--- src/design/bp_macros.svh ---
`ifndef BP_MACROS_SVH
`define BP_MACROS_SVH

// cache geometry
`define LINE_BYTES 64      // bytes per line
`define SLOTS 4            // max instructions per bundle
`define L0_SETS 8          // direct mapped, one line per set

// return stack
`define RAS_DEPTH 8

// gshare sizing
`define GHR_BITS 4         // global history length
`define PHT_PC_BITS 4      // pc bits 5..2 in the index

// fetch side flow control
`define FETCH_CREDITS 4    // bundles fetch can buffer

`define RESET_PC 64'h0

`endif

--- src/design/bp_pkg.sv ---
`default_nettype none

`include "bp_macros.svh"

package bp_pkg;

  typedef logic [63:0] pc_t;    // instruction address
  typedef logic [31:0] instr_t;
  typedef logic [511:0] line_t; // byte i at bits 8i+7..8i
  typedef logic [1:0] slot_t;   // slot index in a bundle
  typedef logic [2:0] slot_cnt_t; // 1..4 slots
  typedef logic [1:0] ctr_t;    // saturating 2 bit counter

  typedef logic [`GHR_BITS-1:0] ghr_t;
  // history on top, pc bits below
  typedef logic [`GHR_BITS+`PHT_PC_BITS-1:0] pht_idx_t;

  typedef logic [2:0] ras_ptr_t;

  // control instruction found in a bundle
  typedef enum logic [2:0] {
    BR_NONE,
    BR_B,
    BR_BL,
    BR_RET,
    BR_COND
  } br_kind_t;

  typedef enum logic {
    ST_LOOKUP,   // probe l0 every cycle
    ST_WAIT_L1   // one line outstanding at l1i
  } bp_state_t;

endpackage

`default_nettype wire

--- src/design/ret_addr_stack.sv ---
`timescale 1ns/100ps
`default_nettype none

`include "bp_macros.svh"

module ret_addr_stack import bp_pkg::*; (
  input  wire logic clk_in,
  input  wire logic rst_N_in,
  input  wire logic push,
  input  wire logic pop,
  input  wire pc_t  push_pc,
  output pc_t       top_pc
);

  pc_t      stack_mem [`RAS_DEPTH]; // circular, oldest entry gets overwritten
  ras_ptr_t tos;                    // points at the current top

  assign top_pc = stack_mem[tos];

  // pointer only, wraps naturally at depth 8
  always_ff @(posedge clk_in) begin
    if (rst_N_in) begin
      tos <= '0;
    end else if (push && !pop) begin
      tos <= tos + ras_ptr_t'(1);
    end else if (pop && !push) begin
      tos <= tos - ras_ptr_t'(1); // underflow just wraps
    end
  end

  always_ff @(posedge clk_in) begin
    if (push && pop) begin
      stack_mem[tos] <= push_pc;  // replace top in place
    end else if (push) begin
      stack_mem[tos + ras_ptr_t'(1)] <= push_pc;
    end
  end

endmodule

`default_nettype wire

--- config.mk ---
export PLATFORM = sky130hd
export DESIGN_NAME = ret_addr_stack
export DESIGN_NICKNAME = d
export VERILOG_FILES = /design/src/design/bp_pkg.sv /design/src/design/ret_addr_stack.sv
export VERILOG_INCLUDE_DIRS = /design/src /design/src/design
export SDC_FILE = /design/constraint.sdc
export NUM_CORES = 1
export LEC_CHECK = 0
export BUFFER_PORTS_ARGS = -buffer_cell sky130_fd_sc_hd__clkbuf_2
export CORE_UTILIZATION = 44
export DETAILED_ROUTE_END_ITERATION = 8
export PLACE_DENSITY_LB_ADDON = 0.25
export SLEW_MARGIN = 5
export SYNTH_ARGS = -nofsm -noshare
export SYNTH_HDL_FRONTEND = slang
export SYNTH_SLANG_ARGS = --single-unit
--- constraint.sdc ---
create_clock -name clk_in -period 4.4 [get_ports clk_in]
set_input_delay 0.88 -clock clk_in [delete_from_list [all_inputs] [get_ports clk_in]]
set_output_delay 0.88 -clock clk_in [all_outputs]
set_load 0.01 [all_outputs]
==> impl_metrics.csv <==
group,metric,value,unit
clocking,clock_sinks,518,
routing,final_antenna_net_count,0,
power,ir_drop,248.2,uV
min_path,hold_path.class,"input pin to flop",
synth,muxShareOfSynthArea,0.1848,
final_layout,instances_no_fill,1586,
floorplan,die_w,213.1,um
routing,avgViaCountPerCell,5.412,
clocking,cts_buffers,52,
floorplan,dieArea,45400,um2
clocking,clk_path_buf_depth,3,
clocking,root_buffer,"clkbuf_16",
setup_path,cp_slowest_cell,"dfxtp_4",
synth,yosys.area_share.simple,0.005489,
setup_path,r2r_start,"tos[0]$_SDFFE_PP0N_",
global_route,grt_usage,0.1711,
min_path,hold_depth,2,
synth,netlist_area,19600,um2
synth,ys_warn_count,0,
synth,ys.flop_type,"edfxtp_1",
power,power_leakage,7.302,nW
routing,vias,8583,
synth,ys_seq_area_frac,0.7905,
status,outcome,"completed",
routing,drt_iter0_drc,538,
floorplan,ios,132,
setup_path,slowest_delay,630,ps
placement,dpl.hpwl,20.46,mm
power,intPower,9.070,mW
clocking,cts_resized,0,
power,net-switching-power,2.778,mW
floorplan,fp.coreArea,43550,um2
routing,drt-total-wl,37.71,mm
clocking,h-tree-depth,2,
setup_path,cp.required,3520,ps
sta,clock-skew-final,18.15,ps
power,swShare,0.2345,
floorplan,initial_core_util,0.4501,
clocking,hold_buffers,0,
synth,ys_top_cells_by_area,"edfxtp_1, mux4_2, mux2_2",
final_layout,drive_gt1_frac,0.4294,
setup_path,worst_ep_arrival_time,2720,ps
placement,gp_congestion,0.7182,
sta,max_slew_margin,0.4250,
sta,period_needed,3603,ps
clocking,cts_setup_buffers,0,
synth,synth.most_common_cell,"edfxtp_1",
setup_path,crit_chain,"buf_4 -> mux4_2 -> mux2_2 -> clkbuf_2",
power,seq_power_share,0.501,
floorplan,dieHeight,213.1,um
synth,synth.distinct_cells,24,
synth,postSynthAreaPerCell,24.94,um2
setup_path,crit_type,"flop to primary output",
floorplan,row_count,76,
setup_path,worstSetupEndpointType,"primary output",
setup_path,r2r_cells,6,
routing,drt-pass1-iter-count,5,
clocking,clk-insertion-delay-late,580,ps
synth,synth_cells,786,
synth,synth_top_cell_area_share,0.7843,
placement,numPortBuffers,131,
synth,synth-edff-count,512,
sta,rsz0062_at_grt,"no",
sta,slew_violations,0,
sta,worst_hold_slack,499.2,ps
final_layout,area_delta_synth_final,16.24,%
global_route,grt-ovfl-total,0,
synth,synth-compound-area-share,0.001787,
routing,wl_per_cell,23.77,um
setup_path,start_kind,"flop",
power,p_per_area,520.0,nW/um2
final_layout,finalNetCount,1032,
clocking,clk_pin_slew,60,ps
flow_run,maxCapViolations,0,
global_route,grt_pass1_vias,9069,
synth,async_flop_share,0,
sta,worst_pin_slew,856.4,ps
sta,finalCritPeriodShare,0.8189,
setup_path,critical_path_peak_fanout,20,
synth,ys_seq_elements,518,
synth,synthAdderAreaFrac,0.003191,
synth,synth_xor_area_frac,0.001787,
power,power_frac_comb,0.141,
synth,syn-num-nets,859,
routing,drc_errors,0,
min_path,min-delay-start,"rst_N_in",
sta,setup_viol,0,
placement,placed_cells,1490,
synth,yosys-top-cells-count,"edfxtp_1, mux4_2, mux2_2",
synth,synth_top_family_by_area,"multiplexers",
clocking,cts_tree,"done",
synth,yosysTopAreaCell,"edfxtp_1",
global_route,grt_max_degree,65,
sta,hold_violations,0,
global_route,antenna_found_initial,3,
global_route,grt_first_pass_wirelength,56.37,mm
power,clkPwrFrac,0.357,
sta,fmax,0.2775,GHz
-- through the flow --
step           TNS (ps)  utilization  total power, mW  setup WS (ps)  area [um2]
2_1_floorplan   -138450            -            7.106         -273.5       19600
3_3_place_gp          0       0.4855            7.745           1328       21150
3_5_place_dp          0       0.4855            7.774           1265       21150
4_1_cts               0       0.5231            12.01          715.5       22780
5_1_grt               0       0.5231            12.30          655.5       22780
6_report              0       0.5232            11.85          797.0       22790
-- worst paths after layout --
check | to | slack [ps]
setup / recovery | top_pc[49] | 800
hold reg to reg | flop | 530
setup reg to reg | stack_mem[0][6]$_DFFE_PP_ | 1810
hold / removal | flop | 500
-- layout make-up --
| type | count | area [um2] |
|---|---|---|
| inverter | 3 | 11.26 |
| timing repair buffer | 155 | 973.4 |
| multi-input combinational | 229 | 3924 |
| tap | 585 | 732.0 |
| clock inverter | 35 | 285.3 |
| antenna | 2 | 5.005 |
| sequential | 518 | 15510 |
| fill | 3413 | 20770 |
| clock buffer | 59 | 1349 |
-- sequential cells by signal, summed over array words and instances, names as in the netlist, named ones only --
register   flops
stack_mem    512
tos            3
-- per-layer routing --
layer	track usage	share of wire
met1	0.2480	0.46
met2	0.2616	0.47
met3	0.03648	0.056
met4	0.05185	0.019
met5	0	0.00034
-- layout by cell type, fill, tap and decap left out, drive strengths merged --
master    synthesis  routed
diode             0       2
xnor2             2       2
o21ai             1       1
buf              26      24
a21oi             1       1
dfxtp             6       6
edfxtp          512     512
o22ai             4       4
nand2             1       1
mux2             64      64
bufinv            0       5
mux4            128     128
or3               1       1
clkinv            0      29
and3              1       1
ha                5       5
and3b             3       3
nor3b             3       3
xor2              2       2
clkbuf           10     190
inv               3       3
clkinvlp          0       1
mux2i             2       2
nor3              1       1
nor2             10      10
-- power groups by stage --
stage                     registers, mW  clock network [mW]  logic, mW
after global placement             6.03                   0       1.71
after global routing               5.97                4.52       1.81
final                              5.94                4.23       1.68
after floorplan                    5.97                   0       1.14
after detailed placement           6.05                   0       1.73
after CTS                          5.95                4.33       1.73
-- critical path: cells and delay by family, from the launching register on --
family	cells	cell delay (ps)
multiplexers	2	900
flip-flops	1	630
buffers and inverters	2	580
-- cells by family after synthesis --
group | after synthesis
fa+ha+maj | 5
mux | 194
xor+xnor | 4
compound gates | 6
simple gates | 20
flops | 518
buf+inv | 39
(Power assumes the default switching activity.)
