**src/design/bp_macros.svh**
```systemverilog
`ifndef BP_MACROS_SVH
`define BP_MACROS_SVH

// cache geometry
`define LINE_BYTES 64      // bytes per line
`define SLOTS 4            // max instructions per bundle
`define L0_SETS 8          // direct mapped, one line per set

// return stack
`define RAS_DEPTH 8

// gshare sizing
`define GHR_BITS 4         // global history length
`define PHT_PC_BITS 4      // pc bits 5..2 in the index

// fetch side flow control
`define FETCH_CREDITS 4    // bundles fetch can buffer

`define RESET_PC 64'h0

`endif

```
**src/design/bp_pkg.sv**
```systemverilog
`default_nettype none

`include "bp_macros.svh"

package bp_pkg;

  typedef logic [63:0] pc_t;    // instruction address
  typedef logic [31:0] instr_t;
  typedef logic [511:0] line_t; // byte i at bits 8i+7..8i
  typedef logic [1:0] slot_t;   // slot index in a bundle
  typedef logic [2:0] slot_cnt_t; // 1..4 slots
  typedef logic [1:0] ctr_t;    // saturating 2 bit counter

  typedef logic [`GHR_BITS-1:0] ghr_t;
  // history on top, pc bits below
  typedef logic [`GHR_BITS+`PHT_PC_BITS-1:0] pht_idx_t;

  typedef logic [2:0] ras_ptr_t;

  // control instruction found in a bundle
  typedef enum logic [2:0] {
    BR_NONE,
    BR_B,
    BR_BL,
    BR_RET,
    BR_COND
  } br_kind_t;

  typedef enum logic {
    ST_LOOKUP,   // probe l0 every cycle
    ST_WAIT_L1   // one line outstanding at l1i
  } bp_state_t;

endpackage

`default_nettype wire

```
**src/design/l0_icache.sv**
```systemverilog
`timescale 1ns/100ps
`default_nettype none

`include "bp_macros.svh"

module l0_icache import bp_pkg::*; (
  input  wire logic  clk_in,
  input  wire logic  rst_N_in,
  input  wire pc_t   lookup_pc,
  output logic       hit,
  output line_t      line,
  input  wire logic  fill,
  input  wire pc_t   fill_pc,
  input  wire line_t fill_line
);

  localparam int OFF_BITS = $clog2(`LINE_BYTES);    // 6
  localparam int IDX_BITS = $clog2(`L0_SETS);       // 3
  localparam int TAG_BITS = 64 - OFF_BITS - IDX_BITS;

  logic [TAG_BITS-1:0] tag_mem  [`L0_SETS];
  line_t               data_mem [`L0_SETS];
  logic [`L0_SETS-1:0] valid;

  logic [IDX_BITS-1:0] lk_idx;
  logic [IDX_BITS-1:0] fl_idx;

  assign lk_idx = lookup_pc[OFF_BITS +: IDX_BITS]; // pc[8:6]
  assign fl_idx = fill_pc[OFF_BITS +: IDX_BITS];

  // combinational probe
  assign hit  = valid[lk_idx] && (tag_mem[lk_idx] == lookup_pc[63 -: TAG_BITS]);
  assign line = data_mem[lk_idx];

  always_ff @(posedge clk_in) begin
    if (rst_N_in) begin
      valid <= '0;
    end else if (fill) begin
      valid[fl_idx] <= 1'b1;
    end
  end

  // tag and data written together on fill
  always_ff @(posedge clk_in) begin
    if (fill) begin
      tag_mem[fl_idx]  <= fill_pc[63 -: TAG_BITS];
      data_mem[fl_idx] <= fill_line;
    end
  end

endmodule

`default_nettype wire

```
**config.mk**
```make
export PLATFORM = sky130hd
export DESIGN_NAME = l0_icache
export DESIGN_NICKNAME = d
export VERILOG_FILES = /design/src/design/bp_pkg.sv /design/src/design/l0_icache.sv
export VERILOG_INCLUDE_DIRS = /design/src /design/src/design
export SDC_FILE = /design/constraint.sdc
export NUM_CORES = 2
export LEC_CHECK = 0
export ABC_AREA = 0
export BUFFER_PORTS_ARGS = -buffer_cell sky130_fd_sc_hd__buf_4
export CAP_MARGIN = 20
export CORE_UTILIZATION = 54
export CTS_BUF_LIST = sky130_fd_sc_hd__clkbuf_4 sky130_fd_sc_hd__clkbuf_8 sky130_fd_sc_hd__clkbuf_16
export DETAILED_ROUTE_END_ITERATION = 10
export PLACE_DENSITY_LB_ADDON = 0.3
export RECOVER_POWER = 100
export SLEW_MARGIN = 20
export SYNTH_ARGS = -nofsm -noshare
export SYNTH_HDL_FRONTEND = slang
export SYNTH_MEMORY_MAX_BITS = 65536
export SYNTH_SLANG_ARGS = --single-unit
```
**constraint.sdc**
```tcl
create_clock -name clk_in -period 159.8 [get_ports clk_in]
set_input_delay 31.96 -clock clk_in [delete_from_list [all_inputs] [get_ports clk_in]]
set_output_delay 31.96 -clock clk_in [all_outputs]
set_load 0.01 [all_outputs]
```
==> impl_results.md <==
- Status: complete, but fails checks
- Failing checks: capacitance limit, slew limit
- Clock Power Share: 0.397
- Syn Nets: about 7400
- Xor and xnor area share after synthesis: 0.00288
- Yosys reg bits: ~4500
- Max-slew violation count: ~5300
- Comb pwr share: 0.060
- Post-DP HPWL: between 200 and 250 mm
- Routability cong.: 0.771
- Measured slew at the worst slew-check pin: a little under 9 ns
- Drt drc: 0
- Net Sw Frac: 0.209
- Die footprint: 318000 um2
- I/O Buffers: 1143
- Critical path buffers and inverters: 5
- Cts repair resizes: 0
- Via density: 6.05
- Number of flops mapped to enable cells by yosys: 4536
- Net switching power: 0.000525 W
- Die width: 564 um
- Final Instance Area: roughly 190000 um2
- Fin cells: 12722
- WL/cell: 29.9 um
- Seq/Total Area, Yosys: 0.800
- Total gr overflow: 0
- Clock Sinks: 4544
- Final setup vio count: 0
- Worst-Skew Late Latency: 0.94 ns
- Fmax: between 10 and 15 MHz
- Compound-Gate Fraction of Synth Area: 0.00272
- Share of the synthesized area in the top cell type: 0.799
- Std cell rows: slightly above 200
- Num ports: 1156
- Min Tclk post-route: about 80 ns
- Asr flop ratio synth: 0
- Post-synthesis cell count: 6760
- Final Hold Vio Count: 0
- Largest family of logic cells by synthesized area: multiplexers
- Pwr/cell area: 13.0 nW/um2
- Core ar.: about 310000 um2
- CP cell instances: clkbuf_1 -> clkbuf_1 -> clkbuf_1 -> clkbuf_1 -> mux2_2 -> clkbuf_1
- Layout cells sized above 1: 0.282
- Placed insts: 11848
- Mean Syn Cell Area: 25.2 um2
- Post-Synth Simple-Gate Area: 0.00178
- CTS tree: done
- LEAKAGE: 60.4 nW
- Total CTS buffers: 441
- Fin nets: just under 9000
- Max-cap violations: 92
- Internal power: ~0.002 W
- Antenna violations before repair: ~190
- Worst slew margin relative to its limit: -4.92
- Crit path max-delay family: buffers and inverters
- Fillers: 21220
- Synth Flop Type: edfxtp_1
- Most common cell after layout, fill and taps aside: edfxtp_1
- Worst hold path class: register to register
- Worst-path clk slew: 0.06 ns
- Largest net degree at the start of global routing: 124
- Hold-fix buffers, CTS: 0
- Synthesized area: ~170000 um2
- CTS Root Cell: clkbuf_16
- DIE HEIGHT: approximately 560 um
- Vias in the first global route: 78688
- Clock Skews: 0 ns
- Mux share of post-synthesis cell area: 0.184
- Post-Synth Adder-Cell Area: 0
- VDD IR max: 0.0000128 V
- Crit end category: primary output
- Global-route wire length before repair: around 540 mm
- Period utilization: 0.514
- Critical-path top delay cell: clkbuf_1
- Initial Utilization: 0.545
- H-tree Lvls: 5
- Antenna Violating Nets Remaining: 0
- Worst hold slack: 0.476 ns
- Area leader, netlist: edfxtp_1
- Yosys warnings: 0
- CP startpoint kind: input port
- Most frequent cells in the layout: 4536 x edfxtp_1, 1095 x mux4_2, 1058 x clkbuf_1, 450 x clkbuf_16, 410 x mux2_2
- Clock buffer depth: 4
- DRT iter0 DRCs: 8257
- Top post-synthesis cells by area: edfxtp_1 80%, mux4_2 14%, mux2_2 3.4%, mux2i_1 0.55%, clkbuf_1 0.36%
- All-Layer GR Usage: 0.235
- WP data arrival: 50.20 ns
- Worst path most repeated cell: clkbuf_1
- CP max FO: about 120
- RSZ-0062 raised after global routing: false
- Required @ worst endpoint: 127.84 ns
- Largest stage delay on the critical path: just over 6 ns
- Routed WL: 381 mm
- Setup CP Type: input port to primary output
- Reg power frac: 0.543
- Layout area overhead: 13.9%
- DR pass1 iterations: 6
- Setup TNS: 0 ns
- Routed vias: 76996
- Post-DP Area: 184000 um2
- Postcts setup bufs: 0
- Distinct cells, synth: 29
==> Yosys cell counts, types with 2 or more instances <==
master,instances
nor2_1,33
buf_4,6
o21ai_0,23
dfxtp_1,8
nand4_1,5
buf_2,120
xor2_1,3
nor4_1,10
a221oi_1,11
buf_6,6
buf_1,29
xnor2_1,53
edfxtp_1,4536
nand2b_1,3
o21ai_1,7
nand2_1,4
nor3_1,2
a22oi_1,29
mux2_2,512
clkbuf_1,163
mux2i_1,94
nand3_1,2
mux4_2,1095
==> per-stage QoR <==
| step | worst slack, ns | power (W) | util |
|---|---|---|---|
| floorplan | 86.78 | 0.00150 | - |
| global placement | 89.04 | 0.00155 | 0.588 |
| detailed placement | 88.98 | 0.00156 | 0.589 |
| CTS | 88.99 | 0.00255 | 0.633 |
| global route | 76.86 | 0.00259 | 0.620 |
| finish | 77.64 | 0.00252 | 0.620 |
==> cell type report <==
class,instances,area [um2],area share
timing repair buffer,1273,5670,0.0292
clock buffer,543,12000,0.0616
sequential,4544,136000,0.703
multi-input combinational,1891,32700,0.168
antenna,82,205,0.00106
clock inverter,249,2060,0.0106
tap,4140,5180,0.0267
==> tightest hold or removal path, cell delays in order (launching register included) <==
cell	delay, ns
dfxtp_1	0.32
nor2_1	0.05
nor2_1	0.07
==> kinds of logic after synthesis <==
group	after synthesis
AOI/OAI and AO/OA	70
xor gates and xnor gates	56
buffers and inverters	325
DFF	4544
muxes	1702
and+or+nand+nor	63
==> power groups by stage <==
stage	Combinational [W]	Clock (W)	Sequential [W]
after floorplan	0.0000880	0	0.00141
after global placement	0.000165	0	0.00138
after detailed placement	0.000169	0	0.00139
after CTS	0.000170	0.00101	0.00136
after global routing	0.000161	0.00106	0.00137
final	0.000152	0.000999	0.00137
==> layer usage <==
layer	GRT usage	wire length, um	up-vias	share of wire
met1	0.307	143000	40999	0.38
met5	0	962	-	0.0025
met3	0.0657	34000	812	0.089
met2	0.373	187000	2983	0.49
met4	0.102	16100	152	0.042
li1	-	-	32050	-
==> sequential cells by signal, summed over array words and instances, names as in the netlist <==
name	cells
data_mem	4096
tag_mem	440
valid	8
==> final timing paths <==
check	startpoint	end	slack [ns]	cells after the start
worst max-delay path	lookup_pc[8]	line[430]	77.64	6
worst max register to register	valid[1]$_SDFFE_PP0P_	valid[1]$_SDFFE_PP0P_	159.03	2
worst min register to register	valid[6]$_SDFFE_PP0P_	valid[6]$_SDFFE_PP0P_	0.48	2
worst min-delay path	valid[6]$_SDFFE_PP0P_	valid[6]$_SDFFE_PP0P_	0.48	2
No activity file was read; power rests on OpenSTA's default activity.
