File: config.mk
export PLATFORM = sky130hd
export DESIGN_NAME = predecode
export DESIGN_NICKNAME = d
export VERILOG_FILES = /design/src/design/bp_pkg.sv /design/src/design/predecode.sv
export VERILOG_INCLUDE_DIRS = /design/src /design/src/design
export SDC_FILE = /design/constraint.sdc
export NUM_CORES = 2
export LEC_CHECK = 0
export BUFFER_PORTS_ARGS = -buffer_cell sky130_fd_sc_hd__buf_4
export CORE_AREA = 2 2 353 355
export DETAILED_ROUTE_END_ITERATION = 8
export DIE_AREA = 0 0 355 357
export MAX_ROUTING_LAYER = met4
export RECOVER_POWER = 25
export REMOVE_ABC_BUFFERS = 1
export SYNTH_ARGS = -nofsm -noshare
export SYNTH_HDL_FRONTEND = slang
export SYNTH_SLANG_ARGS = --single-unit
File: constraint.sdc
create_clock -name vclk -period 54.8
set_input_delay 10.96 -clock vclk [all_inputs]
set_output_delay 10.96 -clock vclk [all_outputs]
set_load 0.1 [all_outputs]
File: src/design/bp_macros.svh
`ifndef BP_MACROS_SVH
`define BP_MACROS_SVH

// cache geometry
`define LINE_BYTES 64      // bytes per line
`define SLOTS 4            // max instructions per bundle
`define L0_SETS 8          // direct mapped, one line per set

// return stack
`define RAS_DEPTH 8

// gshare sizing
`define GHR_BITS 4         // global history length
`define PHT_PC_BITS 4      // pc bits 5..2 in the index

// fetch side flow control
`define FETCH_CREDITS 4    // bundles fetch can buffer

`define RESET_PC 64'h0

`endif

File: src/design/bp_pkg.sv
`default_nettype none

`include "bp_macros.svh"

package bp_pkg;

  typedef logic [63:0] pc_t;    // instruction address
  typedef logic [31:0] instr_t;
  typedef logic [511:0] line_t; // byte i at bits 8i+7..8i
  typedef logic [1:0] slot_t;   // slot index in a bundle
  typedef logic [2:0] slot_cnt_t; // 1..4 slots
  typedef logic [1:0] ctr_t;    // saturating 2 bit counter

  typedef logic [`GHR_BITS-1:0] ghr_t;
  // history on top, pc bits below
  typedef logic [`GHR_BITS+`PHT_PC_BITS-1:0] pht_idx_t;

  typedef logic [2:0] ras_ptr_t;

  // control instruction found in a bundle
  typedef enum logic [2:0] {
    BR_NONE,
    BR_B,
    BR_BL,
    BR_RET,
    BR_COND
  } br_kind_t;

  typedef enum logic {
    ST_LOOKUP,   // probe l0 every cycle
    ST_WAIT_L1   // one line outstanding at l1i
  } bp_state_t;

endpackage

`default_nettype wire

File: src/design/predecode.sv
`timescale 1ns/100ps
`default_nettype none

`include "bp_macros.svh"

module predecode import bp_pkg::*; (
  input  wire pc_t   pc,
  input  wire line_t line,
  input  wire pc_t   ras_top,
  input  wire logic  cond_taken,
  output pc_t        cond_pc,
  output slot_cnt_t  slot_count,
  output logic       br_valid,
  output logic       br_taken,
  output br_kind_t   br_kind,
  output slot_t      br_slot,
  output pc_t        br_target,
  output pc_t        next_pc,
  output logic       ras_push,
  output logic       ras_pop,
  output pc_t        ras_push_pc
);

  localparam int OFF_BITS  = $clog2(`LINE_BYTES);
  localparam int LEFT_BITS = OFF_BITS + 1; // holds 4..64

  instr_t              slot_instr [`SLOTS];
  br_kind_t            slot_kind  [`SLOTS];
  logic [LEFT_BITS-1:0] bytes_left;
  slot_cnt_t           avail;     // slots before line end
  logic                found;     // control instr in the bundle
  slot_t               ctl_slot;
  br_kind_t            ctl_kind;
  instr_t              ctl_instr;
  pc_t                 slot_pc;   // pc of the control slot
  pc_t                 b_target;
  pc_t                 c_target;
  pc_t                 seq_pc;

  function automatic br_kind_t classify(input instr_t ins);
    br_kind_t k;
    k = BR_NONE;
    if (ins[31:21] == 11'b11010110010) begin
      k = BR_RET;
    end else if (ins[31:26] == 6'b000101) begin
      k = BR_B;
    end else if (ins[31:26] == 6'b100101) begin
      k = BR_BL;
    end else if (ins[31:24] == 8'b01010100) begin
      k = BR_COND;
    end
    return k;
  endfunction

  assign bytes_left = LEFT_BITS'(`LINE_BYTES) - {1'b0, pc[OFF_BITS-1:0]};
  assign avail = (bytes_left >= LEFT_BITS'(4 * `SLOTS)) ? slot_cnt_t'(`SLOTS)
                                                        : slot_cnt_t'(bytes_left >> 2);

  // little endian words straight out of the line
  for (genvar i = 0; i < `SLOTS; i++) begin : g_slot
    logic [OFF_BITS-1:0] off;
    assign off           = pc[OFF_BITS-1:0] + OFF_BITS'(4 * i); // wraps past end, masked by avail
    assign slot_instr[i] = line[{off, 3'b000} +: 32];
    assign slot_kind[i]  = classify(slot_instr[i]);
  end

  // first control instruction ends the bundle
  always_comb begin
    found    = 1'b0;
    ctl_slot = '0;
    ctl_kind = BR_NONE;
    for (int i = 0; i < `SLOTS; i++) begin
      if (!found && slot_cnt_t'(i) < avail && slot_kind[i] != BR_NONE) begin
        found    = 1'b1;
        ctl_slot = slot_t'(i);
        ctl_kind = slot_kind[i];
      end
    end
  end

  assign ctl_instr = slot_instr[ctl_slot];
  assign slot_pc   = pc + {60'b0, ctl_slot, 2'b00};
  assign cond_pc   = slot_pc;   // pht probe for a b.cond here

  // imm26 and imm19, scaled by 4
  assign b_target = slot_pc + {{36{ctl_instr[25]}}, ctl_instr[25:0], 2'b00};
  assign c_target = slot_pc + {{43{ctl_instr[23]}}, ctl_instr[23:5], 2'b00};
  assign seq_pc   = pc + {59'b0, avail, 2'b00};

  assign ras_push_pc = slot_pc + 64'd4; // bl return address

  always_comb begin
    br_valid   = found;
    br_kind    = ctl_kind;
    br_slot    = ctl_slot;
    slot_count = found ? slot_cnt_t'(ctl_slot) + slot_cnt_t'(1) : avail;
    br_taken   = 1'b0;
    br_target  = '0;
    ras_push   = 1'b0;
    ras_pop    = 1'b0;
    case (ctl_kind)
      BR_B: begin
        br_taken  = 1'b1;
        br_target = b_target;
      end
      BR_BL: begin
        br_taken  = 1'b1;
        br_target = b_target;
        ras_push  = 1'b1;
      end
      BR_RET: begin
        br_taken  = 1'b1;
        br_target = ras_top;  // stale if the stack is empty
        ras_pop   = 1'b1;
      end
      BR_COND: begin
        br_taken  = cond_taken;
        br_target = c_target; // reported even when not taken
      end
      default: ;
    endcase
    if (br_taken) begin
      next_pc = br_target;
    end else if (found) begin
      next_pc = slot_pc + 64'd4;  // fall through past the b.cond
    end else begin
      next_pc = seq_pc;
    end
  end

endmodule

`default_nettype wire

==> flow_results.org <==
** Detailed routing
- For this block, the routed nets add up to approximately 230 mm of wire.
- In the routed layout, each cell is associated on average with a via count of 6.47.
- The pre-antenna-repair detailed-routing pass consisted of 6 iterations.
- Drt initial violations :: 5036
- After detailed routing, the average wire length per cell comes to 34.3 µm.
- Vias :: 42600
- DRC viols :: 0
- DRT antenna net count :: 0

** Placement
- Routability-driven placement congestion ratio :: roughly 1
- The wire-length estimate of the detail-placed layout is 185 mm.
- Prior to clock tree synthesis, the placed netlist has a worst setup slack of 18760 ps.
- Input and output buffers added on the ports amount to about 900.
- In this run, placement finished with an instance count of between 6000 and 7000.
- Placed cell area :: around 44000 µm²

** Global routing
- The number of global-route vias before repair came to 40500.
- All-Layer GR Usage :: 34.9%
- Entering global routing, the biggest net connects ~170 pins.
- Antenna violations before repair :: 47
- Final global-route overflow total :: 0
- First-pass GRT wire length :: roughly 310 mm

** Floorplanning
- The initial utilization of the core area, before any placement, comes to ~30%.
- The floorplan has approximately 130 rows.
- Chip width :: ~360 µm
- The core region is approximately 120000 µm².
- The floorplan step defined a die boundary enclosing between 100000 and 150000 µm².
- DIE HEIGHT :: ~360 µm
- between 900 and 1000 I/O pins were placed.

** Synth
- The top cell type by area accounts for between 30% and 40% of the synthesized area.
- After synthesis, the largest family of logic cells by area is multiplexers.
- Synthesized area per cell :: 8.43 µm²
- Leading post-synthesis cells by cell area :: sky130_fd_sc_hd__mux4_2 33%, sky130_fd_sc_hd__mux2i_1 11%, sky130_fd_sc_hd__nand2_1 6.4%
- The synthesized design spends more area on one cell type than any other, namely sky130_fd_sc_hd__mux4_2.
- Area share of and/or/nand/nor cells after synthesis :: 17.9%
- After synthesis, flip-flops and latches occupy 0% of the total area.
- Synthesis produced a netlist whose cell count is around 4300.
- Total standard cell area after synthesis :: approximately 36000 µm²
- Summing the areas of all xor and xnor instances in the mapped netlist gives 5.90% of the synthesized area.
- Measured against the total synthesized area, the mux share comes to approximately 50%.
- Yosys mapped the design onto 102 distinct sky130hd cell types.
- Adder-cell area share of the yosys netlist :: 2.68%
- Complex-gate fraction of the synthesized area :: about 18%
- Yosys printed 0 warnings.

** Pwr
- The analysis attributes to cell leakage a power of about 17 nW.
- The analysis attributes to net switching a power of about 1.1 mW.
- In this run the power density over the cells is around 35 nW/µm².
- Of the total power, registers draw 0%.
- Of the total power, the share spent switching nets is 72.6%.
- Internal power comes to 0.425 mW.
- In this run, the combinational gates consume 100.0% of the power.
- Clock share of power :: 0%
- IR analysis of the VDD net gives a maximum drop of between 0.07 and 0.08 mV.

** Final layout
- Post-route core utilization :: 35.9%
- Fillcell total :: roughly 13000
- Summing all flip-flop and latch instances after layout gives 0 µm².
- The design has 0 sequential cells.
- Post-Layout Inst Area :: approximately 44000 µm²
- In the layout the commonest cells are 937 x sky130_fd_sc_hd__buf_4, 623 x sky130_fd_sc_hd__nand2_1, 540 x sky130_fd_sc_hd__mux4_2.
- Layout Nets :: 5623
- Compared with the post-synthesis result, the final layout area differs by 21.4%.
- For this run, the number of standard cells in the final layout without fillers is roughly 6600.
- In the final layout, the share of cells above drive strength 1 is around a third.
- Final-layout clock buffer total :: 0
- Most common library cell in the layout ignoring fill and taps :: sky130_fd_sc_hd__buf_4

** Critical path
- Biggest cell delay along the critical path :: approximately 3800 ps
- The critical path in this run is classified as input pin to primary output.
- For the worst setup path, the data required time is ~44000 ps.
- The largest individual stage delay along the critical path comes from the cell sky130_fd_sc_hd__clkbuf_1.
- WP data arrival :: roughly 33000 ps
- Cell type group with the largest total delay on the critical path :: buffers and inverters
- The critical path contains buffers and inverters numbering 8 combined.
- Worst setup SP type :: input pin
- The cell that appears most often on the critical path is sky130_fd_sc_hd__clkbuf_1.
- Setup crit end kind :: primary output
- Of all nets on the critical path, the largest fanout is 86.

** Clocking
- Cts-stage hold buffer count :: 0
- Number of gates resized after cts :: 0
- Buffers added to address setup during post-CTS repair amount to 0.

** Job
- Across the run, the number of max-cap violations was 15.

** STA
- Setup repair after global routing left no endpoint under its margin.
- Based on the critical path, the design can be clocked at up to approximately 23 MHz.
- The number of endpoints with negative hold slack in the final report is 0.
- Post-layout minimum cycle time :: around 44000 ps
- Least setup slack across all paths after layout :: 11120 ps
- The number of max-slew violations in the final report is 517.
- Final critical-path share of the clock period :: about 80%
- Tightest Pin Transition :: about 5500 ps
- Max-Slew Margin vs Limit :: -265%
- Setup violations remaining at the end of the flow were counted as 0.
- For the final routed database, the setup TNS stands at 0 ps.

** Hold path
- The worst hold path belongs to the class input pin to primary output.

** Run status
- The flow ran to the end, but the final reports show violations.
- Failing checks :: capacitance limit, slew limit
-- synth_stat cells (13+ instances only) --
library cell / count
sky130_fd_sc_hd__nand2_1: 623
sky130_fd_sc_hd__mux4_2: 540
sky130_fd_sc_hd__mux2i_1: 385
sky130_fd_sc_hd__nor2_1: 307
sky130_fd_sc_hd__o21ai_0: 233
sky130_fd_sc_hd__clkbuf_1: 224
sky130_fd_sc_hd__a21oi_1: 192
sky130_fd_sc_hd__xnor2_1: 155
sky130_fd_sc_hd__a211oi_1: 135
sky130_fd_sc_hd__nand3_1: 117
sky130_fd_sc_hd__buf_1: 111
sky130_fd_sc_hd__inv_1: 109
sky130_fd_sc_hd__mux2_2: 106
sky130_fd_sc_hd__xor2_1: 86
sky130_fd_sc_hd__ha_1: 73
sky130_fd_sc_hd__nor2b_1: 72
sky130_fd_sc_hd__nand4_1: 66
sky130_fd_sc_hd__nor3_1: 58
sky130_fd_sc_hd__a21o_1: 50
sky130_fd_sc_hd__o211ai_1: 46
sky130_fd_sc_hd__buf_2: 39
sky130_fd_sc_hd__a31oi_1: 36
sky130_fd_sc_hd__nand2b_1: 35
sky130_fd_sc_hd__a22oi_1: 34
sky130_fd_sc_hd__and3_1: 33
sky130_fd_sc_hd__a22o_1: 31
sky130_fd_sc_hd__and2_1: 31
sky130_fd_sc_hd__o22ai_1: 21
sky130_fd_sc_hd__a32oi_1: 19
sky130_fd_sc_hd__mux4_1: 19
sky130_fd_sc_hd__buf_4: 15
sky130_fd_sc_hd__nor4_1: 15
sky130_fd_sc_hd__o31ai_1: 14
sky130_fd_sc_hd__or3_1: 14
sky130_fd_sc_hd__o221ai_1: 13
-- power groups by stage --
stage / sequential [mW] / combinational [mW] / clock [mW]
after global placement: 0 / 1.54 / 0
after floorplan: 0 / 1.06 / 0
after global routing: 0 / 1.61 / 0.000000110
final: 0 / 1.55 / 0.000000111
after CTS: 0 / 1.54 / 0
after detailed placement: 0 / 1.54 / 0
-- area by class of cell --
cell class,count,area (µm²),share of cell area [%]
Timing Repair Buffer,999,7340,16.6
Inverter,115,444,1.01
Multi-Input combinational cell,3790,34200,77.5
Antenna cell,45,113,0.255
Tap cell,1637,2050,4.64
-- metal layers --
metal | global-route usage (%) | wire length (µm) | vias up | part of all wire, %
met5 | - | 0 | - | 0
met4 | 15.8 | 13500 | 0 | 6.0
met3 | 6.57 | 20200 | 565 | 9.0
met2 | 58.6 | 109000 | 2753 | 48
met1 | 40.4 | 83300 | 21200 | 37
li1 | - | - | 18100 | -
-- final timing paths --
check                  startpoint       endpoint  slack (ps)  cells past startpoint
worst min-delay path  ras_top[59]  br_target[59]       22380                      4
worst max-delay path        pc[0]  br_target[60]       11120                     37
-- kinds of logic (layout without fill, tap and decap cells) --
logic type	Yosys count	in the layout
buffers and inverters	522	1114
multiplexers	1054	1054
AND/OR/NAND/NOR	1428	1428
other	0	45
XOR/XNOR	243	243
adder cells (fa/ha/maj)	76	76
AO/OA/AOI/OAI	989	989
-- stage by stage --
stage          power [mW]  hold WS, ps
4_1_cts              1.54        22380
3_3_place_gp         1.54        22370
2_1_floorplan        1.06        21920
3_5_place_dp         1.54        22380
6_report             1.55        22380
5_1_grt              1.61        22420
No activity file was read; power rests on OpenSTA's default activity.
